--- src/logic/csr_pkg.sv ---
// -------------------------------------------------------------------------
// Shared CSR definitions: address type, operation encoding, CSR address
// map, immediate width and the warp id width helper
// -------------------------------------------------------------------------

package csr_pkg;

    typedef logic [11:0] csr_addr_t;

    // Matches the low two bits of the RISC-V funct3 field
    typedef enum logic [1:0] {
        op_csrrw = 2'd1,
        op_csrrs = 2'd2,
        op_csrrc = 2'd3
    } csr_op_e;

    // Machine scratch, one per warp
    localparam csr_addr_t csr_mscratch = 12'h340;

    // Low words of the 64-bit counters
    localparam csr_addr_t csr_mcycle = 12'hB00;
    localparam csr_addr_t csr_minstret = 12'hB02;

    // GPU-specific identification registers
    localparam csr_addr_t csr_thread_id = 12'hCC0;
    localparam csr_addr_t csr_warp_id = 12'hCC1;
    localparam csr_addr_t csr_mhartid = 12'hF14;

    localparam int csr_zimm_width = 5;

    // Warp id field is at least one bit wide, even with a single warp
    function automatic int csr_wid_bits(int num_warps);
        int bits;
        bits = (num_warps > 1) ? $clog2(num_warps) : 1;
        return bits;
    endfunction

endpackage

--- src/logic/csr_req_if.sv ---
// -------------------------------------------------------------------------
// Request interface from the execute stage into the CSR unit
// -------------------------------------------------------------------------

`timescale 1ns/1ns

interface csr_req_if #(
    parameter int num_lanes = 4,
    parameter int num_warps = 4
);

    localparam int wid_bits = csr_pkg::csr_wid_bits(num_warps);

    logic valid;
    logic ready;
    logic [wid_bits-1:0] wid;
    logic [num_lanes-1:0] tmask;
    logic [31:0] pc;
    logic [4:0] rd;
    logic wb;
    logic sop;
    logic eop;
    csr_pkg::csr_op_e op;
    csr_pkg::csr_addr_t addr;
    logic [csr_pkg::csr_zimm_width-1:0] zimm;
    logic use_imm;
    logic [num_lanes-1:0][31:0] rs1;

    modport src (
        output valid, wid, tmask, pc, rd, wb, sop, eop, op, addr, zimm, use_imm, rs1,
        input  ready
    );

    modport dst (
        input  valid, wid, tmask, pc, rd, wb, sop, eop, op, addr, zimm, use_imm, rs1,
        output ready
    );

endinterface

--- src/logic/csr_commit_if.sv ---
// -------------------------------------------------------------------------
// Commit interface carrying CSR results towards write-back
// -------------------------------------------------------------------------

`timescale 1ns/1ns

interface csr_commit_if #(
    parameter int num_lanes = 4,
    parameter int num_warps = 4
);

    localparam int wid_bits = csr_pkg::csr_wid_bits(num_warps);

    logic valid;
    logic ready;
    logic [wid_bits-1:0] wid;
    logic [num_lanes-1:0] tmask;
    logic [31:0] pc;
    logic [4:0] rd;
    logic wb;
    logic sop;
    logic eop;
    logic [num_lanes-1:0][31:0] data;

    modport mst (output valid, wid, tmask, pc, rd, wb, sop, eop, data, input ready);

    modport slv (input valid, wid, tmask, pc, rd, wb, sop, eop, data, output ready);

endinterface

--- src/logic/csr_data.sv ---
// -------------------------------------------------------------------------
// CSR storage: per-warp scratch registers, cycle and retired-instruction
// counters, and the read multiplexer for stored registers
// -------------------------------------------------------------------------

`timescale 1ns/1ns

module csr_data #(
    parameter int num_warps = 4
) (
    input  logic clk,
    input  logic rst_n,

    input  logic retire,

    input  logic [csr_pkg::csr_wid_bits(num_warps)-1:0] read_wid,
    input  csr_pkg::csr_addr_t read_addr,
    output logic [31:0] read_data,

    input  logic write_enable,
    input  logic [csr_pkg::csr_wid_bits(num_warps)-1:0] write_wid,
    input  csr_pkg::csr_addr_t write_addr,
    input  logic [31:0] write_data
);

    logic [31:0] scratch [num_warps];
    logic [63:0] mcycle;
    logic [63:0] minstret;

    always_ff @(posedge clk) begin
        if (!rst_n) begin
            mcycle <= '0;
            minstret <= '0;
        end else begin
            mcycle <= mcycle + 64'd1;
            if (retire) begin
                minstret <= minstret + 64'd1;
            end
        end
    end

    // Only mscratch is writable, other addresses drop the write
    always_ff @(posedge clk) begin
        if (!rst_n) begin
            for (int w = 0; w < num_warps; w++) begin
                scratch[w] <= '0;
            end
        end else if (write_enable && (write_addr == csr_pkg::csr_mscratch)) begin
            scratch[write_wid] <= write_data;
        end
    end

    always_comb begin
        case (read_addr)
            csr_pkg::csr_mscratch: begin
                read_data = scratch[read_wid];
            end
            csr_pkg::csr_mcycle: begin
                read_data = mcycle[31:0];
            end
            csr_pkg::csr_minstret: begin
                read_data = minstret[31:0];
            end
            csr_pkg::csr_warp_id: begin
                read_data = 32'(read_wid);
            end
            default: begin
                read_data = '0;
            end
        endcase
    end

endmodule

--- src/logic/csr_rsp_buffer.sv ---
// -------------------------------------------------------------------------
// Two-entry elastic buffer with registered output and skid register
// -------------------------------------------------------------------------

`timescale 1ns/1ns

module csr_rsp_buffer #(
    parameter int width = 32
) (
    input  logic clk,
    input  logic rst_n,

    input  logic valid_in,
    output logic ready_in,
    input  logic [width-1:0] data_in,

    output logic valid_out,
    input  logic ready_out,
    output logic [width-1:0] data_out
);

    logic [1:0] count;
    logic [width-1:0] head_q;
    logic [width-1:0] skid_q;
    logic push;
    logic pop;

    assign ready_in = (count != 2'd2);
    assign valid_out = (count != 2'd0);
    assign data_out = head_q;

    assign push = valid_in && ready_in;
    assign pop = valid_out && ready_out;

    always_ff @(posedge clk) begin
        if (!rst_n) begin
            count <= '0;
        end else begin
            count <= count + {1'b0, push} - {1'b0, pop};
        end
    end

    // Head is loaded directly when empty or draining, otherwise from the skid
    always_ff @(posedge clk) begin
        if (push && ((count == 2'd0) || ((count == 2'd1) && pop))) begin
            head_q <= data_in;
        end else if (pop && (count == 2'd2)) begin
            head_q <= skid_q;
        end
        if (push && (count == 2'd1) && !pop) begin
            skid_q <= data_in;
        end
    end

endmodule

--- src/logic/csr_unit.sv ---
// -------------------------------------------------------------------------
// CSR unit: warp-idle gating, per-lane id generation, read selection,
// write value computation, scheduler unlock and response buffering
// -------------------------------------------------------------------------

`timescale 1ns/1ns

module csr_unit #(
    parameter int num_lanes = 4,
    parameter int num_warps = 4,
    parameter int core_id = 0
) (
    input  logic clk,
    input  logic rst_n,

    csr_req_if.dst req,
    csr_commit_if.mst cmt,

    input  logic [num_warps-1:0] warp_idle,
    input  logic retire,

    output logic unlock,
    output logic [csr_pkg::csr_wid_bits(num_warps)-1:0] unlock_wid
);

    localparam int wid_bits = csr_pkg::csr_wid_bits(num_warps);
    localparam int lane_bits = $clog2(num_lanes);
    localparam int warp_bits = $clog2(num_warps);
    localparam int rec_width = wid_bits + num_lanes + 32 + 5 + 3 + num_lanes * 32;

    logic idle;
    logic buf_ready;
    logic accept;
    logic [31:0] stored_value;
    logic [31:0] src_value;
    logic [31:0] write_value;
    logic write_en;
    logic [num_lanes-1:0][31:0] tid;
    logic [num_lanes-1:0][31:0] gid;
    logic [num_lanes-1:0][31:0] read_lanes;
    logic [rec_width-1:0] rec_in;
    logic [rec_width-1:0] rec_out;

    // Hold the request until the warp has drained its pipeline
    assign idle = warp_idle[req.wid];
    assign req.ready = buf_ready && idle;
    assign accept = req.valid && req.ready;

    csr_data #(
        .num_warps (num_warps)
    ) data_i (
        .clk          (clk),
        .rst_n        (rst_n),
        .retire       (retire),
        .read_wid     (req.wid),
        .read_addr    (req.addr),
        .read_data    (stored_value),
        .write_enable (accept && write_en),
        .write_wid    (req.wid),
        .write_addr   (req.addr),
        .write_data   (write_value)
    );

    for (genvar i = 0; i < num_lanes; i++) begin : g_lane
        assign tid[i] = 32'(i);
        assign gid[i] = (32'(core_id) << (warp_bits + lane_bits))
                      + (32'(req.wid) << lane_bits)
                      + 32'(i);
    end

    always_comb begin
        case (req.addr)
            csr_pkg::csr_thread_id: read_lanes = tid;
            csr_pkg::csr_mhartid: read_lanes = gid;
            default: read_lanes = {num_lanes{stored_value}};
        endcase
    end

    assign src_value = req.use_imm ? 32'(req.zimm) : req.rs1[0];

    // Set and clear with a zero source behave as a plain read
    assign write_en = (req.op == csr_pkg::op_csrrw) || (|src_value);

    always_comb begin
        case (req.op)
            csr_pkg::op_csrrs: write_value = stored_value | src_value;
            csr_pkg::op_csrrc: write_value = stored_value & ~src_value;
            default: write_value = src_value;
        endcase
    end

    assign unlock = rst_n && accept && req.eop;
    assign unlock_wid = req.wid;

    assign rec_in = {req.wid, req.tmask, req.pc, req.rd, req.wb, req.sop, req.eop, read_lanes};

    csr_rsp_buffer #(
        .width (rec_width)
    ) rsp_buf_i (
        .clk       (clk),
        .rst_n     (rst_n),
        .valid_in  (req.valid && idle),
        .ready_in  (buf_ready),
        .data_in   (rec_in),
        .valid_out (cmt.valid),
        .ready_out (cmt.ready),
        .data_out  (rec_out)
    );

    assign {cmt.wid, cmt.tmask, cmt.pc, cmt.rd, cmt.wb, cmt.sop, cmt.eop, cmt.data} = rec_out;

endmodule

--- src/logic/csr_core.sv ---
// -------------------------------------------------------------------------
// CSR core top level: plain request, scheduler and commit ports
// -------------------------------------------------------------------------

`timescale 1ns/1ns

module csr_core #(
    parameter int num_lanes = 4,
    parameter int num_warps = 4,
    parameter int core_id = 0
) (
    input  logic clk,
    input  logic rst_n,

    input  logic req_valid,
    output logic req_ready,
    input  logic [csr_pkg::csr_wid_bits(num_warps)-1:0] req_wid,
    input  logic [num_lanes-1:0] req_tmask,
    input  logic [31:0] req_pc,
    input  logic [4:0] req_rd,
    input  logic req_wb,
    input  logic req_sop,
    input  logic req_eop,
    input  csr_pkg::csr_op_e req_op,
    input  csr_pkg::csr_addr_t req_addr,
    input  logic [csr_pkg::csr_zimm_width-1:0] req_zimm,
    input  logic req_use_imm,
    input  logic [num_lanes-1:0][31:0] req_rs1,

    input  logic [num_warps-1:0] warp_idle,
    input  logic retire,
    output logic unlock,
    output logic [csr_pkg::csr_wid_bits(num_warps)-1:0] unlock_wid,

    output logic cmt_valid,
    input  logic cmt_ready,
    output logic [csr_pkg::csr_wid_bits(num_warps)-1:0] cmt_wid,
    output logic [num_lanes-1:0] cmt_tmask,
    output logic [31:0] cmt_pc,
    output logic [4:0] cmt_rd,
    output logic cmt_wb,
    output logic cmt_sop,
    output logic cmt_eop,
    output logic [num_lanes-1:0][31:0] cmt_data
);

    csr_req_if #(.num_lanes(num_lanes), .num_warps(num_warps)) req_if ();
    csr_commit_if #(.num_lanes(num_lanes), .num_warps(num_warps)) cmt_if ();

    assign req_if.valid = req_valid;
    assign req_if.wid = req_wid;
    assign req_if.tmask = req_tmask;
    assign req_if.pc = req_pc;
    assign req_if.rd = req_rd;
    assign req_if.wb = req_wb;
    assign req_if.sop = req_sop;
    assign req_if.eop = req_eop;
    assign req_if.op = req_op;
    assign req_if.addr = req_addr;
    assign req_if.zimm = req_zimm;
    assign req_if.use_imm = req_use_imm;
    assign req_if.rs1 = req_rs1;
    assign req_ready = req_if.ready;

    csr_unit #(
        .num_lanes (num_lanes),
        .num_warps (num_warps),
        .core_id   (core_id)
    ) unit_i (
        .clk        (clk),
        .rst_n      (rst_n),
        .req        (req_if),
        .cmt        (cmt_if),
        .warp_idle  (warp_idle),
        .retire     (retire),
        .unlock     (unlock),
        .unlock_wid (unlock_wid)
    );

    assign cmt_if.ready = cmt_ready;
    assign cmt_valid = cmt_if.valid;
    assign cmt_wid = cmt_if.wid;
    assign cmt_tmask = cmt_if.tmask;
    assign cmt_pc = cmt_if.pc;
    assign cmt_rd = cmt_if.rd;
    assign cmt_wb = cmt_if.wb;
    assign cmt_sop = cmt_if.sop;
    assign cmt_eop = cmt_if.eop;
    assign cmt_data = cmt_if.data;

endmodule

--- config.mk ---
export PLATFORM = sky130hd
export DESIGN_NAME = csr_core
export DESIGN_NICKNAME = d
export VERILOG_FILES = /design/src/logic/csr_pkg.sv /design/src/logic/csr_req_if.sv /design/src/logic/csr_commit_if.sv /design/src/logic/csr_data.sv /design/src/logic/csr_rsp_buffer.sv /design/src/logic/csr_unit.sv /design/src/logic/csr_core.sv
export SDC_FILE = /design/constraint.sdc
export NUM_CORES = 1
export LEC_CHECK = 0
export ABC_CLOCK_PERIOD_IN_PS = 14750
export BUFFER_PORTS_ARGS = -buffer_cell sky130_fd_sc_hd__buf_2
export CAP_MARGIN = 10
export CORE_MARGIN = 2
export CORE_UTILIZATION = 55
export DETAILED_ROUTE_END_ITERATION = 10
export GPL_TIMING_DRIVEN = 1
export PLACE_DENSITY = 0.9
export SYNTH_ARGS = -nofsm -noshare
export SYNTH_HDL_FRONTEND = slang
export SYNTH_SLANG_ARGS = --single-unit
--- constraint.sdc ---
create_clock -name clk -period 14.75 [get_ports clk]
set_clock_uncertainty 0.2 [all_clocks]
set_input_delay 1.475 -clock clk [delete_from_list [all_inputs] [get_ports clk]]
set_output_delay 1.475 -clock clk [all_outputs]
set_load 0.01 [all_outputs]
==> results of run 1 <==
[layout make-up]
type                            instances  area share [%]
Clock buffer                           40            4.78
Tap cell                              390            2.60
Timing Repair Buffer                  298            8.14
Inverter                               18           0.361
Multi-Input combinational cell        902            29.8
Antenna cell                            9           0.120
Clock inverter                         23           0.989
Sequential cell                       354            53.2
[cell usage in the layout, fill, tap and decap left out, types with 3 or more instances in the layout]
master	count
a21oi_1	59
a22oi_1	29
a22oi_2	6
a31oi_1	6
and2_1	11
and3_1	7
and3b_1	3
and4_1	9
buf_2	285
buf_4	13
clkbuf_1	5
clkbuf_16	35
clkinv_1	9
clkinv_2	5
dfxtp_1	66
diode_2	9
edfxtp_1	288
ha_1	4
inv_1	17
mux2_2	25
mux2i_1	7
mux4_2	32
nand2_1	259
nand2_2	4
nand2b_1	3
nand3_1	66
nand4_1	32
nor2_1	195
nor3_1	7
nor4_1	10
o2111ai_4	3
o21a_1	6
o21ai_0	14
o32ai_2	8
or3_1	10
xnor2_1	16
xor2_1	33
[flip-flops by register name, summed over array words and instances, names as in the netlist]
name and cells:
unit_i.data_i.mcycle 32, unit_i.data_i.minstret 32, unit_i.data_i.scratch 128, unit_i.rsp_buf_i.count 2
unit_i.rsp_buf_i.data_out 80, unit_i.rsp_buf_i.skid_q 80
[metrics by stage]
step | std cells | setup WS, ns | total power (W) | cell area, um2
2_1_floorplan | 1449 | 6.46 | 0.00155 | 16700
3_3_place_gp | 1962 | 9.26 | 0.00163 | 17600
3_5_place_dp | 1962 | 9.21 | 0.00165 | 17600
4_1_cts | 2025 | 9.43 | 0.00249 | 18700
5_1_grt | 2033 | 9.34 | 0.00258 | 18700
6_report | 2034 | 9.45 | 0.00249 | 18700
[layer usage]
metal	track usage, %	share of wire, %	vias up
met2	45.4	49	810
met1	33.6	35	5930
met4	12.0	4.4	2
met5	0	0.032	-
met3	6.31	12	136
li1	-	-	5426
[final timing paths]
path / depth (start not counted) / start / to
max reg2reg: 5 / unit_i.rsp_buf_i.count[0] / unit_i.data_i.scratch[0][0]
min: 2 / unit_i.data_i.minstret[18] / unit_i.data_i.minstret[18]
min reg2reg: 2 / unit_i.data_i.minstret[18] / unit_i.data_i.minstret[18]
max: 7 / req_wid[0] / unlock
[power by group]
group	switching (W)	internal [W]
Clock	0.000377	0.000476
Combinational	0.000266	0.000136
Sequential	0.0000462	0.00119
Total	0.000689	0.00180
[cell usage after synthesis (7+ instances only)]
library cell and count:
a21oi_1 59, a22oi_1 29, and2_1 11, and3_1 7, and4_1 9, buf_2 21
buf_4 108, clkbuf_1 36, dfxtp_1 66, edfxtp_1 288, inv_1 17, mux2_2 25
mux2i_1 7, mux4_2 32, nand2_1 262, nand3_1 66, nand4_1 32, nor2_1 195
nor3_1 8, nor4_1 10, o21ai_0 15, o32ai_2 8, or3_1 10, xnor2_1 16
xor2_1 33
[kinds of logic after synthesis]
family	synth area share [%]
DFF	59.7
buffers and inverters	7.20
and+or+nand+nor	17.1
AOI/OAI and AO/OA	6.73
xor gates and xnor gates	2.57
adders and majority gates	0.300
muxes	6.42
[critical path: stages]
cell and delay (ns):
buf_2 0.07, buf_4 0.60, mux4_2 0.38, nand3_1 0.32, nor2_4 0.44, and2_1 0.20, buf_2 0.13
==> run_results.csv, run 1 <==
group,metric,value,unit
status,status,"finished, final reports clean",
synth,yosys_warnings,0,
floorplanning,ioPinCount,382,
clock_tree,insertion_delay,0.53,ns
worst_setup_path,critical_path_required,13.07,ns
synth,synth_ff_type,"edfxtp_1",
drt,wl_per_cell,21.7,um
timing,worst_slew_pin_slew,1.09,ns
timing,fin_crit,5.30,ns
grt,grt_pass1_wl,65300,um
grt,grt_overflow,0,
floorplanning,fp.dieW,178,um
finish,fillers,2170,
synth,yosys.area.top_type,"edfxtp_1",
worst_setup_path,r2r_slack,11.21,ns
grt,grt_pass1_vias,11700,
timing,tns,0,ns
placed_design,port_buffers,285,
synth,syn_area,16700,um2
worst_setup_path,start_kind,"primary input",
finish,final_net_count,1816,
synth,ys_seq_area_share,59.7,%
drt,drc,0,
worst_setup_path,cp_max_fo,44,
grt,grt_max_degree,81,
drt,drt_wl_total,44200,um
finish,regArea,9970,um2
clock_tree,cts_tree,"built",
floorplanning,core_region_area,29800,um2
clock_tree,postCtsSetupBuffers,0,
synth,yosysTopAreaCellShare,51.8,%
floorplanning,design.die.area,31800,um2
hold_path,hp-class,"reg -> reg",
job,drv_cap,0,
synth,synth-async-reset-ratio,0,%
worst_setup_path,worstSetupPathType,"in -> out",
clock_tree,ctsHoldBuffers,0,
clock_tree,cts-root-buf,"clkbuf_16",
timing,fin_hold_ws,0.281,ns
synth,syn-num-nets,1656,
timing,final-max-slew-violation-count,0,
finish,areaGrowthSynthToFinish,12.2,%
drt,avgViaCountPerCell,6.05,
timing,rsz0062_at_grt,"no",
finish,utilization,62.9,%
synth,synth_edf_count,288,
synth,synthesis.instances,1449,
clock_tree,cts.repair.resized,0,
grt,antenna_found_initial,8,
drt,first_pass_iters,8,
drt,antenna_left,0,
finish,multi_input_area,5580,um2
clock_tree,cts.sinks,354,
timing,max_clock_freq,0.189,GHz
finish,drive_gt1_share,27.3,%
floorplanning,rows,63,
grt,grt_usage,27.1,%
synth,yosys_register_bits,354,
clock_tree,clkTransAtPathRegs,0.06,ns
synth,synth_area_leaders,"edfxtp_1, dfxtp_1, nand2_1",
clock_tree,h-tree-depth,2,
power,p_per_area,133,nW/um2
drt,via_count,12300,
power,peakVddDrop,0.0000887,V
worst_setup_path,cp.arrival,3.62,ns
timing,relSlewSlack,27.4,%
drt,initialDrtViolationCount,1757,
power,p_leak,7.05,nW
timing,finalCritPeriodShare,35.9,%
worst_setup_path,endpoint_kind,"output port",
synth,avgSynthCellArea,11.5,um2
floorplanning,die_h,178,um
timing,finalHoldViolations,0,
clock_tree,cts_made_buffers,35,
synth,synthDistinctLibCells,65,
placed_design,place_congestion,0.871,
clock_tree,cts.path.max_buffers,3,
floorplanning,start_util,56.0,%
timing,finalSetupViolations,0,
placed_design,dp_hpwl,29300,um
Power figures use the tool's default switching activity.
==> inputs of run 2 (changes only) <==
ABC_AREA = 1   (was unset)
ABC_CLOCK_PERIOD_IN_PS = 5200   (was 14750)
clock period = 5.2 ns   (was 14.75 ns; I/O delays follow)
==> run_results.csv, run 2 <==
group,metric,value,unit
hold_path,hold_path_startpoint,"req_pc[30]",
grt,grt_pass1_wl,74800,um
worst_setup_path,reg2reg_depth,10,
synth,synthDistinctLibCells,45,
hold_path,worstHoldPathCells,1,
drt,initialDrtViolationCount,1942,
finish,mostFrequentLayoutCells,"nand2_1, edfxtp_1, buf_2",
synth,avgSynthCellArea,8.87,um2
floorplanning,rows,65,
clock_tree,cts_made_buffers,37,
worst_setup_path,endpoint_kind,"register",
synth,syn-num-nets,2174,
timing,rsz0062_at_grt,"no",
floorplanning,start_util,55.6,%
drt,antenna_left,0,
finish,final_common_cell,"nand2_1",
worst_setup_path,start_kind,"primary input",
synth,muxShareOfSynthArea,0,%
synth,synth-async-reset-ratio,0,%
job,drv_cap,0,
grt,grt_usage,28.9,%
synth,synth_compound_area_share,4.89,%
clock_tree,cts-root-buf,"clkbuf_16",
timing,max_clock_freq,0.304,GHz
drt,first_pass_iters,6,
worst_setup_path,cp.arrival,3.28,ns
clock_tree,cts.path.max_buffers,3,
grt,antenna_found_initial,3,
synth,syn_area,17400,um2
clock_tree,h-tree-depth,2,
finish,final_net_count,2375,
synth,yosys_warnings,0,
timing,worst_slew_pin_slew,1.09,ns
drt,drc,0,
drt,avgViaCountPerCell,5.67,
worst_setup_path,r2r_start,"unit_i.rsp_buf_i.count[1]",
timing,fin_crit,3.29,ns
grt,grt_pass1_vias,13900,
grt,grt_max_degree,79,
finish,final_cells,2601,
grt,grt_overflow,0,
finish,fillers,2450,
synth,yosys.area.top_type,"edfxtp_1",
synth,yosys_register_bits,354,
synth,synth_top_family_by_area,"simple AND/OR/NAND/NOR gates",
clock_tree,cts.repair.resized,0,
finish,regMostFlops,"unit_i.data_i.scratch",
timing,finalHoldViolations,0,
clock_tree,insertion_delay,0.52,ns
finish,areaGrowthSynthToFinish,14.7,%
synth,synthesis.instances,1967,
hold_path,holdPathEnd,"unit_i.rsp_buf_i.skid_q[166]",
power,p_leak,8.36,nW
timing,tns,0,ns
placed_design,place_congestion,0.962,
floorplanning,ioPinCount,382,
placed_design,dp_hpwl,32700,um
status,status,"finished, final reports clean",
worst_setup_path,cp_max_fo,39,
timing,relSlewSlack,27.5,%
power,peakVddDrop,0.000271,V
synth,yosysTopAreaCellShare,49.6,%
synth,synthAdderAreaFrac,0.287,%
power,p_per_area,374,nW/um2
synth,synth_common_cells,"nand2_1, edfxtp_1, nor2_1, nand3_1, inv_1",
placed_design,port_buffers,285,
timing,final-max-slew-violation-count,0,
floorplanning,fp.dieW,182,um
synth,synth_most_common_cell,"nand2_1",
clock_tree,cts.sinks,354,
finish,drive_gt1_share,19.2,%
placed_design,placed_cells,2500,
timing,finalSetupViolations,0,
worst_setup_path,critical_path_required,5.19,ns
floorplanning,core_region_area,31400,um2
clock_tree,cts_tree,"built",
synth,synth-simple-area-share,27.6,%
drt,via_count,14800,
floorplanning,die_h,182,um
synth,yosys.area_share.xor_xnor,0.502,%
synth,synth_edf_count,288,
floorplanning,design.die.area,33100,um2
timing,finalCritPeriodShare,63.2,%
synth,synth_area_leaders,"edfxtp_1, nand2_1, dfxtp_1",
synth,ys_seq_area_share,57.2,%
clock_tree,clkTransAtPathRegs,0.06,ns
worst_setup_path,worstSetupPathType,"in -> reg",
drt,drt_wl_total,49300,um
finish,largest_reg_flops,128,
worst_setup_path,r2r_slack,2.43,ns
hold_path,hp-class,"in -> reg",
worst_setup_path,r2r_end,"unit_i.data_i.scratch[0][15]",
synth,synth_ff_type,"edfxtp_1",
drt,wl_per_cell,19.0,um
## run 2: stage by stage
step | area (um2) | util, % | hold slack (ns) | setup WS (ns) | total power [W]
floorplan | 17500 | - | 0.242 | 0.186 | 0.00460
global route | 20000 | 63.7 | -0.00231 | 1.88 | 0.00773
finish | 20000 | 63.7 | 0.00811 | 1.91 | 0.00748
detailed placement | 18500 | 59.0 | 0.282 | 1.50 | 0.00494
global placement | 18500 | 59.0 | 0.262 | 1.59 | 0.00488
CTS | 20000 | 63.6 | 0.000230 | 2.00 | 0.00745
## run 2: routing by layer
metal  GRT usage [%]  share of wire (%)  vias up
met5               0                  0        -
met4            11.4                4.0        0
met2            48.3                 48      956
met3            5.13                 11      135
met1            37.8                 37     6860
li1                -                  -     6802
## run 2: kinds of logic (layout without fill, tap and decap cells)
group,after synthesis,count (layout)
buf+inv,327,555
fa+ha+maj,4,4
flops,354,354
other cells,0,4
compound gates,157,157
xor+xnor,10,10
simple gates,1115,1115
## run 2: area by class of cell
type | count | area [um2] | share of cell area [%]
timing repair buffer | 338 | 1950 | 9.76
sequential | 354 | 9970 | 49.9
multi-input combinational | 1286 | 5840 | 29.2
inverter | 151 | 567 | 2.83
clock inverter | 15 | 121 | 0.607
tap | 402 | 503 | 2.52
clock buffer | 51 | 1030 | 5.16
antenna | 4 | 10.0 | 0.0501
## run 2: power breakdown
group	switching [W]	internal (W)	total (W)	leakage, nW
sequential	0.000152	0.00341	0.00356	3.37
combinational	0.000914	0.000459	0.00137	4.44
clock	0.00106	0.00149	0.00255	0.558
## run 2: worst max path at each step
| stage | start | to | slack, ns |
|---|---|---|---|
| after floorplan | unit_i.rsp_buf_i.count[1] | unit_i.rsp_buf_i.data_out[100] | 0.19 |
| after global placement | req_wid[1] | unit_i.data_i.scratch[0][24] | 1.59 |
| after detailed placement | req_wid[1] | unit_i.data_i.scratch[0][24] | 1.50 |
| after CTS | req_wid[1] | unit_i.data_i.scratch[0][15] | 2.00 |
| after global routing | req_wid[1] | unit_i.data_i.scratch[0][15] | 1.88 |
| final | req_wid[1] | unit_i.data_i.scratch[0][15] | 1.91 |
## run 2: repair_timing
item	4_1_cts	5_1_grt
hold endpoints to repair	28	3
buffers inserted	0	0
hold buffers	28	3
## run 2: worst max-delay path, stage by stage
cell	delay, ns
buf_2	0.72
nand3_1	0.16
nand2_1	0.28
nand3_2	0.27
nor2_2	0.23
inv_2	0.09
nor2_8	0.16
nand4_4	0.09
nand2_1	0.36
buf_4	0.37
